[config.mk]
export PLATFORM = sky130hd
export DESIGN_NAME = verdict_release_flat
export DESIGN_NICKNAME = d
export VERILOG_FILES = /design/src/logic/encap_pkg.sv /design/src/logic/axis_if.sv /design/src/logic/verdict_release.sv /design/src/flat_wrapper.sv
export SDC_FILE = /design/constraint.sdc
export NUM_CORES = 1
export LEC_CHECK = 0
export ABC_CLOCK_PERIOD_IN_PS = 4650
export BUFFER_PORTS_ARGS = -buffer_cell sky130_fd_sc_hd__buf_2
export CAP_MARGIN = 20
export CORE_ASPECT_RATIO = 0.75
export CORE_MARGIN = 5
export CORE_UTILIZATION = 45
export CTS_CLUSTER_DIAMETER = 60
export CTS_CLUSTER_SIZE = 25
export DETAILED_ROUTE_END_ITERATION = 8
export GPL_ROUTABILITY_DRIVEN = 1
export GPL_TIMING_DRIVEN = 0
export HOLD_SLACK_MARGIN = 0.03
export PLACE_DENSITY = 0.86
export SLEW_MARGIN = 5
export SYNTH_ARGS = -nofsm -noshare
export SYNTH_HDL_FRONTEND = slang
export SYNTH_SLANG_ARGS = --single-unit
export TNS_END_PERCENT = 100
[constraint.sdc]
create_clock -name clk156 -period 4.65 [get_ports clk156]
set_input_delay 0.465 -clock clk156 [delete_from_list [all_inputs] [get_ports clk156]]
set_output_delay 0.465 -clock clk156 [all_outputs]
set_load 0.005 [all_outputs]
[src/logic/encap_pkg.sv]
// field widths, protocol codes, beat positions and depths shared by every filter block via wildcard import
`default_nettype none

package encap_pkg;

	typedef logic [63:0] beat_t;     // wire byte 0 in bits 7:0
	typedef logic [7:0]  keep_t;
	typedef logic [31:0] ip_addr_t;
	typedef logic [15:0] port_t;
	typedef logic [15:0] ethtype_t;
	typedef logic [7:0]  proto_t;
	typedef logic [95:0] flow_key_t; // src ip, dst ip, dst port, src port
	typedef logic [3:0]  verdict_t;
	typedef logic [9:0]  beat_idx_t;

	localparam ethtype_t ETH_TYPE_IPV4 = 16'h0800;
	localparam proto_t   IP_PROTO_UDP  = 8'h11;
	localparam verdict_t VERDICT_DROP  = 4'b0001;

	// header positions with all fields big-endian on the wire
	localparam beat_idx_t BEAT_ETHTYPE = 10'd1; // bytes 4 and 5
	localparam beat_idx_t BEAT_PROTO   = 10'd2; // byte 7
	localparam beat_idx_t BEAT_SRC_IP  = 10'd3; // src ip in bytes 2 to 5
	localparam beat_idx_t BEAT_PORTS   = 10'd4; // dst ip low half, src port, dst port

	localparam int DECODE_DELAY  = 4;
	localparam int HOLD_DEPTH    = 64;
	localparam int BYPASS_DEPTH  = 32;
	localparam int VERDICT_DEPTH = 8;
	localparam int VERDICT_AW    = $clog2(VERDICT_DEPTH);

	typedef enum logic [1:0] {MERGE_IDLE, MERGE_BYPASS, MERGE_RELEASE} merge_state_t;
	typedef enum logic [1:0] {REL_WAIT, REL_PASS, REL_DISCARD} release_state_t;

endpackage

`default_nettype wire

[src/logic/axis_if.sv]
// 64-bit frame stream between filter blocks where the source drives data and the sink drives ready
`default_nettype none
`timescale 1ns/1ns

interface axis_if
	import encap_pkg::*;
();
	logic  valid;
	logic  ready;
	beat_t data;
	keep_t keep;
	logic  last;

	modport source (output valid, output data, output keep, output last, input ready);
	modport sink (input valid, input data, input keep, input last, output ready);
endinterface

`default_nettype wire

[src/logic/verdict_release.sv]
// queues flow table verdicts and releases or discards each held UDP frame in request order
`default_nettype none
`timescale 1ns/1ns

module verdict_release
	import encap_pkg::*;
(
	input  logic     clk156,
	input  logic     eth_rst,
	input  logic     out_valid,
	input  verdict_t out_flag,
	axis_if.sink     held,
	axis_if.source   released
);
	verdict_t            v_mem [VERDICT_DEPTH];
	logic [VERDICT_AW:0] v_wr_ptr;
	logic [VERDICT_AW:0] v_rd_ptr;
	logic                v_empty;
	logic                v_full;
	logic                v_pop;
	verdict_t            v_head;
	release_state_t      state;

	assign v_empty = (v_wr_ptr == v_rd_ptr);
	assign v_full  = (v_wr_ptr[VERDICT_AW] != v_rd_ptr[VERDICT_AW]) &&
	                 (v_wr_ptr[VERDICT_AW-1:0] == v_rd_ptr[VERDICT_AW-1:0]);
	assign v_head  = v_mem[v_rd_ptr[VERDICT_AW-1:0]];
	assign v_pop   = (state == REL_WAIT) && !v_empty;

	always_ff @(posedge clk156) begin
		if (out_valid && !v_full)
			v_mem[v_wr_ptr[VERDICT_AW-1:0]] <= out_flag;
	end

	always_ff @(posedge clk156) begin
		if (eth_rst) begin
			v_wr_ptr <= '0;
			v_rd_ptr <= '0;
			state    <= REL_WAIT;
		end else begin
			if (out_valid && !v_full)
				v_wr_ptr <= v_wr_ptr + 1'b1;
			if (v_pop)
				v_rd_ptr <= v_rd_ptr + 1'b1;
			case (state)
				REL_WAIT:
					if (!v_empty)
						state <= (v_head == VERDICT_DROP) ? REL_DISCARD : REL_PASS;
				REL_PASS:
					if (held.valid && released.ready && held.last)
						state <= REL_WAIT;
				REL_DISCARD:
					if (held.valid && held.last) // one beat per cycle into nowhere
						state <= REL_WAIT;
				default:
					state <= REL_WAIT;
			endcase
		end
	end

	assign released.valid = (state == REL_PASS) && held.valid;
	assign released.data  = held.data;
	assign released.keep  = held.keep;
	assign released.last  = held.last;

	assign held.ready = (state == REL_DISCARD) || ((state == REL_PASS) && released.ready);
endmodule

`default_nettype wire

[src/flat_wrapper.sv]
// flat-port wrapper written by rule: the top's interface ports become plain ports
module verdict_release_flat import encap_pkg::*;
  (clk156, eth_rst, out_valid, out_flag, held_valid, held_data, held_keep, held_last, held_ready, released_valid, released_data, released_keep, released_last, released_ready);
  axis_if held_i ();
  axis_if released_i ();
  input  logic clk156;
  input  logic eth_rst;
  input  logic out_valid;
  input  verdict_t out_flag;
  input wire logic [$bits(held_i.valid)-1:0] held_valid;
  input wire logic [$bits(held_i.data)-1:0] held_data;
  input wire logic [$bits(held_i.keep)-1:0] held_keep;
  input wire logic [$bits(held_i.last)-1:0] held_last;
  output wire logic [$bits(held_i.ready)-1:0] held_ready;
  output wire logic [$bits(released_i.valid)-1:0] released_valid;
  output wire logic [$bits(released_i.data)-1:0] released_data;
  output wire logic [$bits(released_i.keep)-1:0] released_keep;
  output wire logic [$bits(released_i.last)-1:0] released_last;
  input wire logic [$bits(released_i.ready)-1:0] released_ready;
  assign held_i.valid = held_valid;
  assign held_i.data = held_data;
  assign held_i.keep = held_keep;
  assign held_i.last = held_last;
  assign held_ready = held_i.ready;
  assign released_valid = released_i.valid;
  assign released_data = released_i.data;
  assign released_keep = released_i.keep;
  assign released_last = released_i.last;
  assign released_i.ready = released_ready;
  verdict_release u_core (.clk156(clk156), .eth_rst(eth_rst), .out_valid(out_valid), .out_flag(out_flag), .held(held_i), .released(released_i));
endmodule
==> report_table.html, run 1 <==
<table>
<tr><th>Metric</th><th>Value</th></tr>
<tr><th colspan="2">Cells and area</th></tr>
<tr><td>Area growth syn-to-layout</td><td>26.7%</td></tr>
<tr><td>Number of filler cells placed in the layout</td><td>about 410</td></tr>
<tr><td>Register Area</td><td>between 0.001 and 0.0015 mm^2</td></tr>
<tr><td>Share of post-route cells with drive strength above 1</td><td>58.8%</td></tr>
<tr><td>Footprint of the multi-input gates</td><td>between 400 and 500 um^2</td></tr>
<tr><td>N_diodes</td><td>0</td></tr>
<tr><td>Layout Nets</td><td>374</td></tr>
<tr><th colspan="2">Place</th></tr>
<tr><td>GPL Wtd Cong</td><td>about 0.74</td></tr>
<tr><td>Post-Place Setup Slack</td><td>2.61 ns</td></tr>
<tr><td>Number of port buffers</td><td>84</td></tr>
<tr><td>Half-perimeter wire length after placement</td><td>3760 um</td></tr>
<tr><th colspan="2">Clock tree</th></tr>
<tr><td>CTS Buffer Depth</td><td>2</td></tr>
<tr><td>Clock tree from TritonCTS</td><td>yes</td></tr>
<tr><td>Buffer count from post-CTS setup fixing</td><td>0</td></tr>
<tr><td>Root buffer cell</td><td>sky130_fd_sc_hd__clkbuf_8</td></tr>
<tr><td>Number of buffers inserted during clock tree synthesis</td><td>5</td></tr>
<tr><td>Clock latency at the later pin of the worst-skew pair</td><td>around 0.3 ns</td></tr>
<tr><td>Clock transition at path regs</td><td>~0.08 ns</td></tr>
<tr><td>Sinks on the clock net</td><td>45</td></tr>
<tr><td>Hold buffer count at CTS</td><td>0</td></tr>
<tr><td>H-tree Lvls</td><td>2</td></tr>
<tr><td>Quantity of gates resized following cts</td><td>0</td></tr>
<tr><th colspan="2">Synthesis</th></tr>
<tr><td>Number of warnings printed during yosys synthesis</td><td>0</td></tr>
<tr><td>Most frequent cells after synthesis</td><td>sky130_fd_sc_hd__buf_4, sky130_fd_sc_hd__edfxtp_1, sky130_fd_sc_hd__nor2_1</td></tr>
<tr><td>Share of flip-flops with an asynchronous set or reset after synthesis</td><td>0%</td></tr>
<tr><td>Biggest area contributors in the synthesized netlist</td><td>sky130_fd_sc_hd__edfxtp_1, sky130_fd_sc_hd__buf_4, sky130_fd_sc_hd__dfxtp_1, sky130_fd_sc_hd__nor2_1, sky130_fd_sc_hd__xnor2_1</td></tr>
<tr><td>Flip-flop and latch count after synthesis</td><td>45</td></tr>
<tr><td>Post-Syn Area</td><td>approximately 0.0023 mm^2</td></tr>
<tr><td>Count of flip-flops with a built-in enable after synthesis</td><td>32</td></tr>
<tr><td>Post-synth net total</td><td>283</td></tr>
<tr><td>Dominant cell by count in the synthesized netlist</td><td>sky130_fd_sc_hd__buf_4</td></tr>
<tr><td>Synth Flop Type</td><td>sky130_fd_sc_hd__edfxtp_1</td></tr>
<tr><td>Share of the yosys chip area belonging to registers</td><td>a little over half</td></tr>
<tr><td>Post-synthesis cell type count</td><td>35</td></tr>
<tr><td>Count of mapped cells out of synthesis</td><td>~200</td></tr>
<tr><td>Synthesized area per cell</td><td>about 11 um^2</td></tr>
<tr><td>Post-synth top area cell</td><td>sky130_fd_sc_hd__edfxtp_1</td></tr>
<tr><td>Area share of the leading cell type in the synthesized netlist</td><td>between 40% and 50%</td></tr>
<tr><th colspan="2">Floorplan</th></tr>
<tr><td>Area of the die</td><td>0.00663 mm^2</td></tr>
<tr><td>Count of boundary I/O pins</td><td>around 160</td></tr>
<tr><td>Height of the die</td><td>about 72 um</td></tr>
<tr><td>Number of standard-cell rows in the floorplan</td><td>22</td></tr>
<tr><td>Width of the chip</td><td>92.3 um</td></tr>
<tr><td>Core outline area</td><td>a little under 0.005 mm^2</td></tr>
<tr><td>Initial core utilization</td><td>46.7%</td></tr>
<tr><th colspan="2">Route</th></tr>
<tr><td>Average detailed-routed wire length per instance</td><td>between 10 and 15 um</td></tr>
<tr><td>Vias</td><td>~1600</td></tr>
<tr><td>Met1 layer wirelength in the final routing</td><td>roughly 1600 um</td></tr>
<tr><td>1st-iter DRT viols</td><td>52</td></tr>
<tr><td>Amount of wire on met3 after detailed routing</td><td>546 um</td></tr>
<tr><td>Highest routing layer actually used</td><td>met4</td></tr>
<tr><td>Remaining routing DRC violations</td><td>0</td></tr>
<tr><td>Met2 Routed Length</td><td>between 2000 and 2500 um</td></tr>
<tr><td>Routed wire length</td><td>~4600 um</td></tr>
<tr><td>Total iterations of the first detailed-routing run</td><td>4</td></tr>
<tr><td>Ratio of routed vias to standard cells</td><td>roughly 4.4</td></tr>
<tr><td>Remaining antenna violation count</td><td>0</td></tr>
<tr><th colspan="2">Worst setup path</th></tr>
<tr><td>Critical Path Start Type</td><td>flop</td></tr>
<tr><td>Worst endpoint required time</td><td>4.59 ns</td></tr>
<tr><td>CP Capture Type</td><td>flop</td></tr>
<tr><td>Worst R2R Start</td><td>u_core.v_wr_ptr[0]$_SDFFE_PP0P_</td></tr>
<tr><td>Max Fanout on Critical Path</td><td>8</td></tr>
<tr><td>Setup Crit Path Kind</td><td>flop to flop</td></tr>
<tr><td>Launching instance or port of the critical path</td><td>u_core.v_wr_ptr[0]$_SDFFE_PP0P_</td></tr>
<tr><td>Data arrival time at the worst-slack endpoint</td><td>just over 2 ns</td></tr>
<tr><th colspan="2">Status</th></tr>
<tr><td>Status</td><td>completed</td></tr>
<tr><th colspan="2">Power and ir drop</th></tr>
<tr><td>Max IR drop VDD</td><td>between 0.2 and 0.25 mV</td></tr>
<tr><td>Power density over the cells</td><td>344 mW/mm^2</td></tr>
<tr><td>Static Leakage</td><td>between 0.001 and 0.0015 uW</td></tr>
<tr><th colspan="2">STA</th></tr>
<tr><td>Max_slew headroom</td><td>between 60% and 70%</td></tr>
<tr><td>Total of endpoints with negative setup slack in the final report</td><td>0</td></tr>
<tr><td>Top achievable clock speed</td><td>0.478 GHz</td></tr>
<tr><td>Clock period minus final worst setup slack</td><td>approximately 2.1 ns</td></tr>
<tr><td>Final critical-path setup slack</td><td>between 2 and 3 ns</td></tr>
<tr><td>Aggregate negative setup slack</td><td>0 ns</td></tr>
<tr><td>Portion of the clock cycle consumed by the worst path in the final layout</td><td>44.9%</td></tr>
<tr><td>Final-report max-slew violation count</td><td>0</td></tr>
<tr><td>Max Clock Skew</td><td>a little under 0.003 ns</td></tr>
<tr><td>Count of final hold-check violations</td><td>0</td></tr>
<tr><td>Minimum hold slack</td><td>between 0.3 and 0.4 ns</td></tr>
<tr><td>Unrepaired setup endpoints after global routing</td><td>false</td></tr>
<tr><td>Transition time at the pin with the least slew margin</td><td>around 0.56 ns</td></tr>
<tr><th colspan="2">Hold path</th></tr>
<tr><td>Startpoint of the most critical hold path</td><td>eth_rst</td></tr>
<tr><td>Classification of the worst-slack hold path</td><td>primary input to flop</td></tr>
<tr><th colspan="2">Global route</th></tr>
<tr><td>Vias in the first global route</td><td>1475</td></tr>
<tr><td>First-pass GRT wire length</td><td>just under 7000 um</td></tr>
<tr><td>Remaining global-route overflow</td><td>0</td></tr>
<tr><td>Initial antenna violation count</td><td>0</td></tr>
<tr><td>Global-route usage over all layers</td><td>approximately an eighth</td></tr>
<tr><td>Maximum number of pins on one net before global-route repair</td><td>16</td></tr>
<tr><th colspan="2">Flow run</th></tr>
<tr><td>Max Cap Violations</td><td>0</td></tr>
</table>
==> report_power, final <==
part           internal, uW  switching, uW  total [uW]
Clock                   161            131         292
Combinational           125           97.8         223
Sequential              459           24.2         483
==> worst paths after layout <==
| kind | endpoint | slack [ns] | cells past startpoint |
|---|---|---|---|
| worst min register to register | u_core.state[1]$_SDFFE_PP0P_ | 0.49 | 2 |
| worst max-delay path | u_core.v_mem[4][2]$_DFFE_PP_ | 2.56 | 5 |
| worst max register to register | u_core.v_mem[4][2]$_DFFE_PP_ | 2.56 | 5 |
| worst min-delay path | u_core.v_rd_ptr[3]$_SDFFE_PP0P_ | 0.39 | 2 |
==> final cells by class <==
| class | count | share of cell area, % |
|---|---|---|
| tap | 60 | 2.59 |
| clock buffer | 5 | 2.37 |
| sequential | 45 | 42.1 |
| buffer | 76 | 19.4 |
| inverter | 4 | 0.518 |
| multi-input combinational | 74 | 16.9 |
| timing repair buffer | 84 | 14.5 |
| clock inverter | 3 | 1.60 |
==> stage by stage <==
| stage | utilization, % | area (um^2) | cells | power (uW) |
|---|---|---|---|---|
| global placement | 56.8 | 2780 | 343 | 711 |
| global route | 59.2 | 2900 | 351 | 1050 |
| CTS | 59.2 | 2900 | 351 | 1010 |
| detailed placement | 56.8 | 2780 | 343 | 717 |
| finish | 59.2 | 2900 | 351 | 998 |
| floorplan | - | 2290 | 199 | 646 |
==> cell families after synthesis <==
kind of cell    after synthesis  synth area share, %
compound gates               14                 5.25
xor+xnor                     10                 3.83
fa+ha+maj                     2                 1.09
buf+inv                      80                 25.2
flops                        45                 53.4
mux                           2                0.875
simple gates                 46                 10.4
==> flip-flops by register name, summed over array words and instances, names as in the netlist, named ones only <==
| register | cells |
|---|---|
| u_core.v_mem | 32 |
| u_core.v_rd_ptr | 4 |
| u_core.v_wr_ptr | 4 |
| u_core.state | 2 |
==> worst max-delay path, cell delays in order (launching register included) <==
cell and delay, ns:
sky130_fd_sc_hd__dfxtp_1 0.34, sky130_fd_sc_hd__buf_2 0.21, sky130_fd_sc_hd__xnor2_1 0.14, sky130_fd_sc_hd__a41oi_2 0.39, sky130_fd_sc_hd__nand2_1 0.19, sky130_fd_sc_hd__nor3_1 0.47
==> per-layer routing <==
metal	up-vias	GRT usage, %
met2	74	23.2
met4	0	4.94
met1	691	14.0
li1	791	-
met5	-	0
met3	5	5.35
==> placed cells by master, fill, tap and decap left out <==
master                        n
sky130_fd_sc_hd__a22oi_1      1
sky130_fd_sc_hd__o21ai_0      2
sky130_fd_sc_hd__a311oi_1     1
sky130_fd_sc_hd__nor4_1       1
sky130_fd_sc_hd__bufinv_16    1
sky130_fd_sc_hd__xnor2_1      6
sky130_fd_sc_hd__nor4b_1      4
sky130_fd_sc_hd__o31ai_1      1
sky130_fd_sc_hd__clkinvlp_4   1
sky130_fd_sc_hd__a22o_1       1
sky130_fd_sc_hd__clkbuf_1     1
sky130_fd_sc_hd__nor2b_1      2
sky130_fd_sc_hd__or3_1        1
sky130_fd_sc_hd__clkinv_4     1
sky130_fd_sc_hd__nand3_1      3
sky130_fd_sc_hd__nand2b_2     1
sky130_fd_sc_hd__nand2_1      5
sky130_fd_sc_hd__mux2i_1      2
sky130_fd_sc_hd__and3_1       1
sky130_fd_sc_hd__inv_1        4
sky130_fd_sc_hd__nor2_1      17
sky130_fd_sc_hd__dfxtp_1     13
sky130_fd_sc_hd__buf_4       73
sky130_fd_sc_hd__a41oi_2      1
sky130_fd_sc_hd__nand4_1      1
sky130_fd_sc_hd__nand2b_1     2
sky130_fd_sc_hd__nor3b_1      1
sky130_fd_sc_hd__nand3b_1     1
sky130_fd_sc_hd__a221oi_1     2
sky130_fd_sc_hd__xor2_1       4
sky130_fd_sc_hd__ha_1         2
sky130_fd_sc_hd__a41o_4       1
sky130_fd_sc_hd__nor3_1       5
sky130_fd_sc_hd__a21oi_1      3
sky130_fd_sc_hd__a211oi_1     1
sky130_fd_sc_hd__buf_2       86
sky130_fd_sc_hd__edfxtp_1    32
sky130_fd_sc_hd__clkbuf_8     5
sky130_fd_sc_hd__or2_2        1
Power figures use the tool's default switching activity.
==> run 2, diff against run 1 <==
Settings changed: ABC_CLOCK_PERIOD_IN_PS 4650 to 1900, CORE_UTILIZATION 45 to 37, PLACE_DENSITY 0.86 to 0.76.
Clock period 4.65 ns to 1.9 ns, I/O delays scaled along.
==> run 2 against run 1 <==
  * Hold slack lost 0.25 ns
  * Global-route usage shrank 1.6 points
  * Combinational power is 150% higher
  * First-iteration DRC count is 1.9% higher
==> report_table.html, run 2 (synthesis gave the netlist of run 1 again) <==
<table>
<tr><th>Metric</th><th>Value</th></tr>
<tr><th colspan="2">Status</th></tr>
<tr><td>Status</td><td>completed</td></tr>
<tr><th colspan="2">Cells and area</th></tr>
<tr><td>N_diodes</td><td>0 (unchanged)</td></tr>
<tr><td>Area growth syn-to-layout</td><td>27.0%</td></tr>
<tr><td>Layout Nets</td><td>375 (+0.27%)</td></tr>
<tr><td>Commonest cells after routing, fill and taps aside</td><td>sky130_fd_sc_hd__buf_2, sky130_fd_sc_hd__buf_4, sky130_fd_sc_hd__edfxtp_1</td></tr>
<tr><td>Share of post-route cells with drive strength above 1</td><td>59.6% (+0.83 points)</td></tr>
<tr><td>Number of filler cells placed in the layout</td><td>527 (+28%)</td></tr>
<tr><td>Most common library cell in the layout ignoring fill and taps</td><td>sky130_fd_sc_hd__buf_2</td></tr>
<tr><td>Flip-flop count of the largest register, all copies and words added</td><td>32 (unchanged)</td></tr>
<tr><th colspan="2">Power and ir drop</th></tr>
<tr><td>Static Leakage</td><td>0.00132 uW (-0.12%)</td></tr>
<tr><td>Power density over the cells</td><td>792 mW/mm^2 (+130%)</td></tr>
<tr><td>Max IR drop VDD</td><td>0.312 mV (+48%)</td></tr>
<tr><th colspan="2">Route</th></tr>
<tr><td>Total iterations of the first detailed-routing run</td><td>4 (unchanged)</td></tr>
<tr><td>Remaining routing DRC violations</td><td>0 (unchanged)</td></tr>
<tr><td>Routed wire length</td><td>4870 um (+6.4%)</td></tr>
<tr><td>Remaining antenna violation count</td><td>0 (unchanged)</td></tr>
<tr><td>Average detailed-routed wire length per instance</td><td>13.2 um (+0.91%)</td></tr>
<tr><td>1st-iter DRT viols</td><td>53 (+1.9%)</td></tr>
<tr><td>Vias</td><td>1591 (+1.9%)</td></tr>
<tr><td>Ratio of routed vias to standard cells</td><td>4.30 (-3.3%)</td></tr>
<tr><th colspan="2">Floorplan</th></tr>
<tr><td>Height of the die</td><td>78.1 um (+8.8%)</td></tr>
<tr><td>Initial core utilization</td><td>38.7% (-8.0 points)</td></tr>
<tr><td>Core outline area</td><td>0.00592 mm^2 (+21%)</td></tr>
<tr><td>Count of boundary I/O pins</td><td>157 (unchanged)</td></tr>
<tr><td>Width of the chip</td><td>101 um (+9.2%)</td></tr>
<tr><td>Number of standard-cell rows in the floorplan</td><td>24 (+9.1%)</td></tr>
<tr><td>Area of the die</td><td>0.00787 mm^2 (+19%)</td></tr>
<tr><th colspan="2">Clock tree</th></tr>
<tr><td>Clock latency at the later pin of the worst-skew pair</td><td>0.29 ns (about the same)</td></tr>
<tr><td>Sinks on the clock net</td><td>45 (unchanged)</td></tr>
<tr><td>H-tree Lvls</td><td>2 (unchanged)</td></tr>
<tr><td>Clock transition at path regs</td><td>0.08 ns (about the same)</td></tr>
<tr><td>CTS Buffer Depth</td><td>2 (unchanged)</td></tr>
<tr><td>Number of buffers inserted during clock tree synthesis</td><td>5 (unchanged)</td></tr>
<tr><td>Clock tree from TritonCTS</td><td>yes</td></tr>
<tr><td>Hold buffer count at CTS</td><td>0 (unchanged)</td></tr>
<tr><td>Root buffer cell</td><td>sky130_fd_sc_hd__clkbuf_8</td></tr>
<tr><th colspan="2">Global route</th></tr>
<tr><td>First-pass GRT wire length</td><td>7200 um (+5.4%)</td></tr>
<tr><td>Global-route usage over all layers</td><td>11.5% (-1.6 points)</td></tr>
<tr><td>Initial antenna violation count</td><td>0 (unchanged)</td></tr>
<tr><td>Vias in the first global route</td><td>1547 (+4.9%)</td></tr>
<tr><td>Maximum number of pins on one net before global-route repair</td><td>14 (-2)</td></tr>
<tr><td>Remaining global-route overflow</td><td>0 (unchanged)</td></tr>
<tr><th colspan="2">STA</th></tr>
<tr><td>Max_slew headroom</td><td>73.3% (+11 points)</td></tr>
<tr><td>Clock period minus final worst setup slack</td><td>1.84 ns (-0.253 ns)</td></tr>
<tr><td>Top achievable clock speed</td><td>0.544 GHz (+14%)</td></tr>
<tr><td>Final critical-path setup slack</td><td>0.0630 ns (-2.50 ns)</td></tr>
<tr><td>Count of final hold-check violations</td><td>0 (unchanged)</td></tr>
<tr><td>Final-report max-slew violation count</td><td>0 (unchanged)</td></tr>
<tr><td>Unrepaired setup endpoints after global routing</td><td>true</td></tr>
<tr><td>Portion of the clock cycle consumed by the worst path in the final layout</td><td>96.7% (+52 points)</td></tr>
<tr><td>Minimum hold slack</td><td>0.138 ns (-0.250 ns)</td></tr>
<tr><td>Max Clock Skew</td><td>0.00841 ns (+0.00550 ns)</td></tr>
<tr><td>Total of endpoints with negative setup slack in the final report</td><td>0 (unchanged)</td></tr>
<tr><td>Transition time at the pin with the least slew margin</td><td>0.401 ns (-0.157 ns)</td></tr>
<tr><th colspan="2">Worst setup path</th></tr>
<tr><td>Category of cells accounting for the largest share of critical-path delay</td><td>simple AND/OR/NAND/NOR gates</td></tr>
<tr><td>CP max-delay cell</td><td>sky130_fd_sc_hd__nor2_1</td></tr>
<tr><td>FF-to-FF path depth</td><td>5 (unchanged)</td></tr>
<tr><td>Max Fanout on Critical Path</td><td>8 (unchanged)</td></tr>
<tr><td>WP buf/inv</td><td>1 (unchanged)</td></tr>
<tr><td>Data arrival time at the worst-slack endpoint</td><td>1.79 ns (-0.24 ns)</td></tr>
<tr><td>Cell Chain, Critical Path</td><td>buf_2 -&gt; xnor2_1 -&gt; a41oi_2 -&gt; nand2_1 -&gt; nor2_1</td></tr>
<tr><td>Worst endpoint required time</td><td>1.85 ns (-2.74 ns)</td></tr>
<tr><td>Register-to-Register Setup Slack</td><td>0.06 ns (-2.50 ns)</td></tr>
<tr><td>Slowest cell delay on critical path</td><td>0.36 ns (-0.11 ns)</td></tr>
<tr><td>CP Capture Type</td><td>flop</td></tr>
<tr><td>Crit Reg-Reg Endpoint</td><td>u_core.v_mem[6][2]$_DFFE_PP_</td></tr>
<tr><td>Setup Crit Path Kind</td><td>flop to flop</td></tr>
<tr><td>Worst R2R Start</td><td>u_core.v_wr_ptr[0]$_SDFFE_PP0P_</td></tr>
<tr><td>Critical Path Start Type</td><td>flop</td></tr>
<tr><th colspan="2">Place</th></tr>
<tr><td>GPL Wtd Cong</td><td>0.693 (-5.8%)</td></tr>
<tr><td>Half-perimeter wire length after placement</td><td>3950 um (+5.3%)</td></tr>
<tr><td>Post-Place Setup Slack</td><td>-0.203 ns (-2.81 ns)</td></tr>
<tr><td>Number of port buffers</td><td>84 (unchanged)</td></tr>
<tr><th colspan="2">Flow run</th></tr>
<tr><td>Max Cap Violations</td><td>0 (unchanged)</td></tr>
<tr><th colspan="2">Hold path</th></tr>
<tr><td>Startpoint of the most critical hold path</td><td>eth_rst</td></tr>
<tr><td>Hold Crit Endpoint</td><td>u_core.v_rd_ptr[3]$_SDFFE_PP0P_</td></tr>
<tr><td>Classification of the worst-slack hold path</td><td>primary input to flop</td></tr>
<tr><td>Hold Path Depth</td><td>2 (unchanged)</td></tr>
</table>
run 2: worst reg2reg max path: stages (launching register included):
cell	delay [ns]
sky130_fd_sc_hd__dfxtp_1	0.34
sky130_fd_sc_hd__buf_2	0.21
sky130_fd_sc_hd__xnor2_1	0.14
sky130_fd_sc_hd__a41oi_2	0.29
sky130_fd_sc_hd__nand2_1	0.16
sky130_fd_sc_hd__nor2_1	0.36
run 2: worst max-delay path by stage:
stage | endpoint | slack [ns] | from | depth (start not counted)
after floorplan | u_core.v_mem[4][0]$_DFFE_PP_ | 0.14 | u_core.v_wr_ptr[0]$_SDFFE_PP0P_ | 5
after global placement | u_core.v_mem[4][1]$_DFFE_PP_ | -0.16 | u_core.v_wr_ptr[0]$_SDFFE_PP0P_ | 5
after detailed placement | u_core.v_mem[4][3]$_DFFE_PP_ | -0.20 | u_core.v_wr_ptr[0]$_SDFFE_PP0P_ | 5
after CTS | u_core.v_mem[6][2]$_DFFE_PP_ | 0.06 | u_core.v_wr_ptr[0]$_SDFFE_PP0P_ | 5
after global routing | u_core.v_mem[5][3]$_DFFE_PP_ | -0.06 | u_core.v_wr_ptr[0]$_SDFFE_PP0P_ | 5
final | u_core.v_mem[6][2]$_DFFE_PP_ | 0.06 | u_core.v_wr_ptr[0]$_SDFFE_PP0P_ | 5
run 2: what timing repair did:
item	in CTS	in global routing
setup endpoints to repair	16	16
pin swaps	1	0
gates resized for setup	2	1
setup buffers	1	0
run 2: per-stage QoR:
stage	instance area [um^2]	setup TNS [ns]	utilization, %	cells	power (uW)
after CTS	2910	0	49.1	370	2320
after global placement	2810	-0.931	47.4	361	1750
final	2910	0	49.1	370	2300
after global routing	2910	-0.551	49.1	370	2430
after floorplan	2290	0	-	199	1580
after detailed placement	2810	-1.47	47.4	361	1770
run 2: area by class of cell:
cell class	count	area (um^2)	share of cell area, %
plain buffers	76	562	19.3
clock buffers	6	72.6	2.50
clock inverters	2	10.0	0.344
inverters	4	15.0	0.517
multi-input cells	74	500	17.2
flip-flops and latches	45	1220	42.0
well taps	78	97.6	3.36
repair buffers	85	428	14.7
run 2: layer usage:
layer | track usage, % | share of wire, % | vias up | routed length [um]
met4 | 2.02 | 0.33 | 0 | 16
li1 | - | - | 794 | -
met3 | 4.69 | 11 | 4 | 544
met2 | 21.0 | 52 | 64 | 2540
met5 | 0 | 0 | - | 0
met1 | 12.5 | 36 | 729 | 1770
run 2: where the power goes:
part           switching, uW  internal, uW
sequential              69.6          1120
combinational            248           309
clock                    298           255
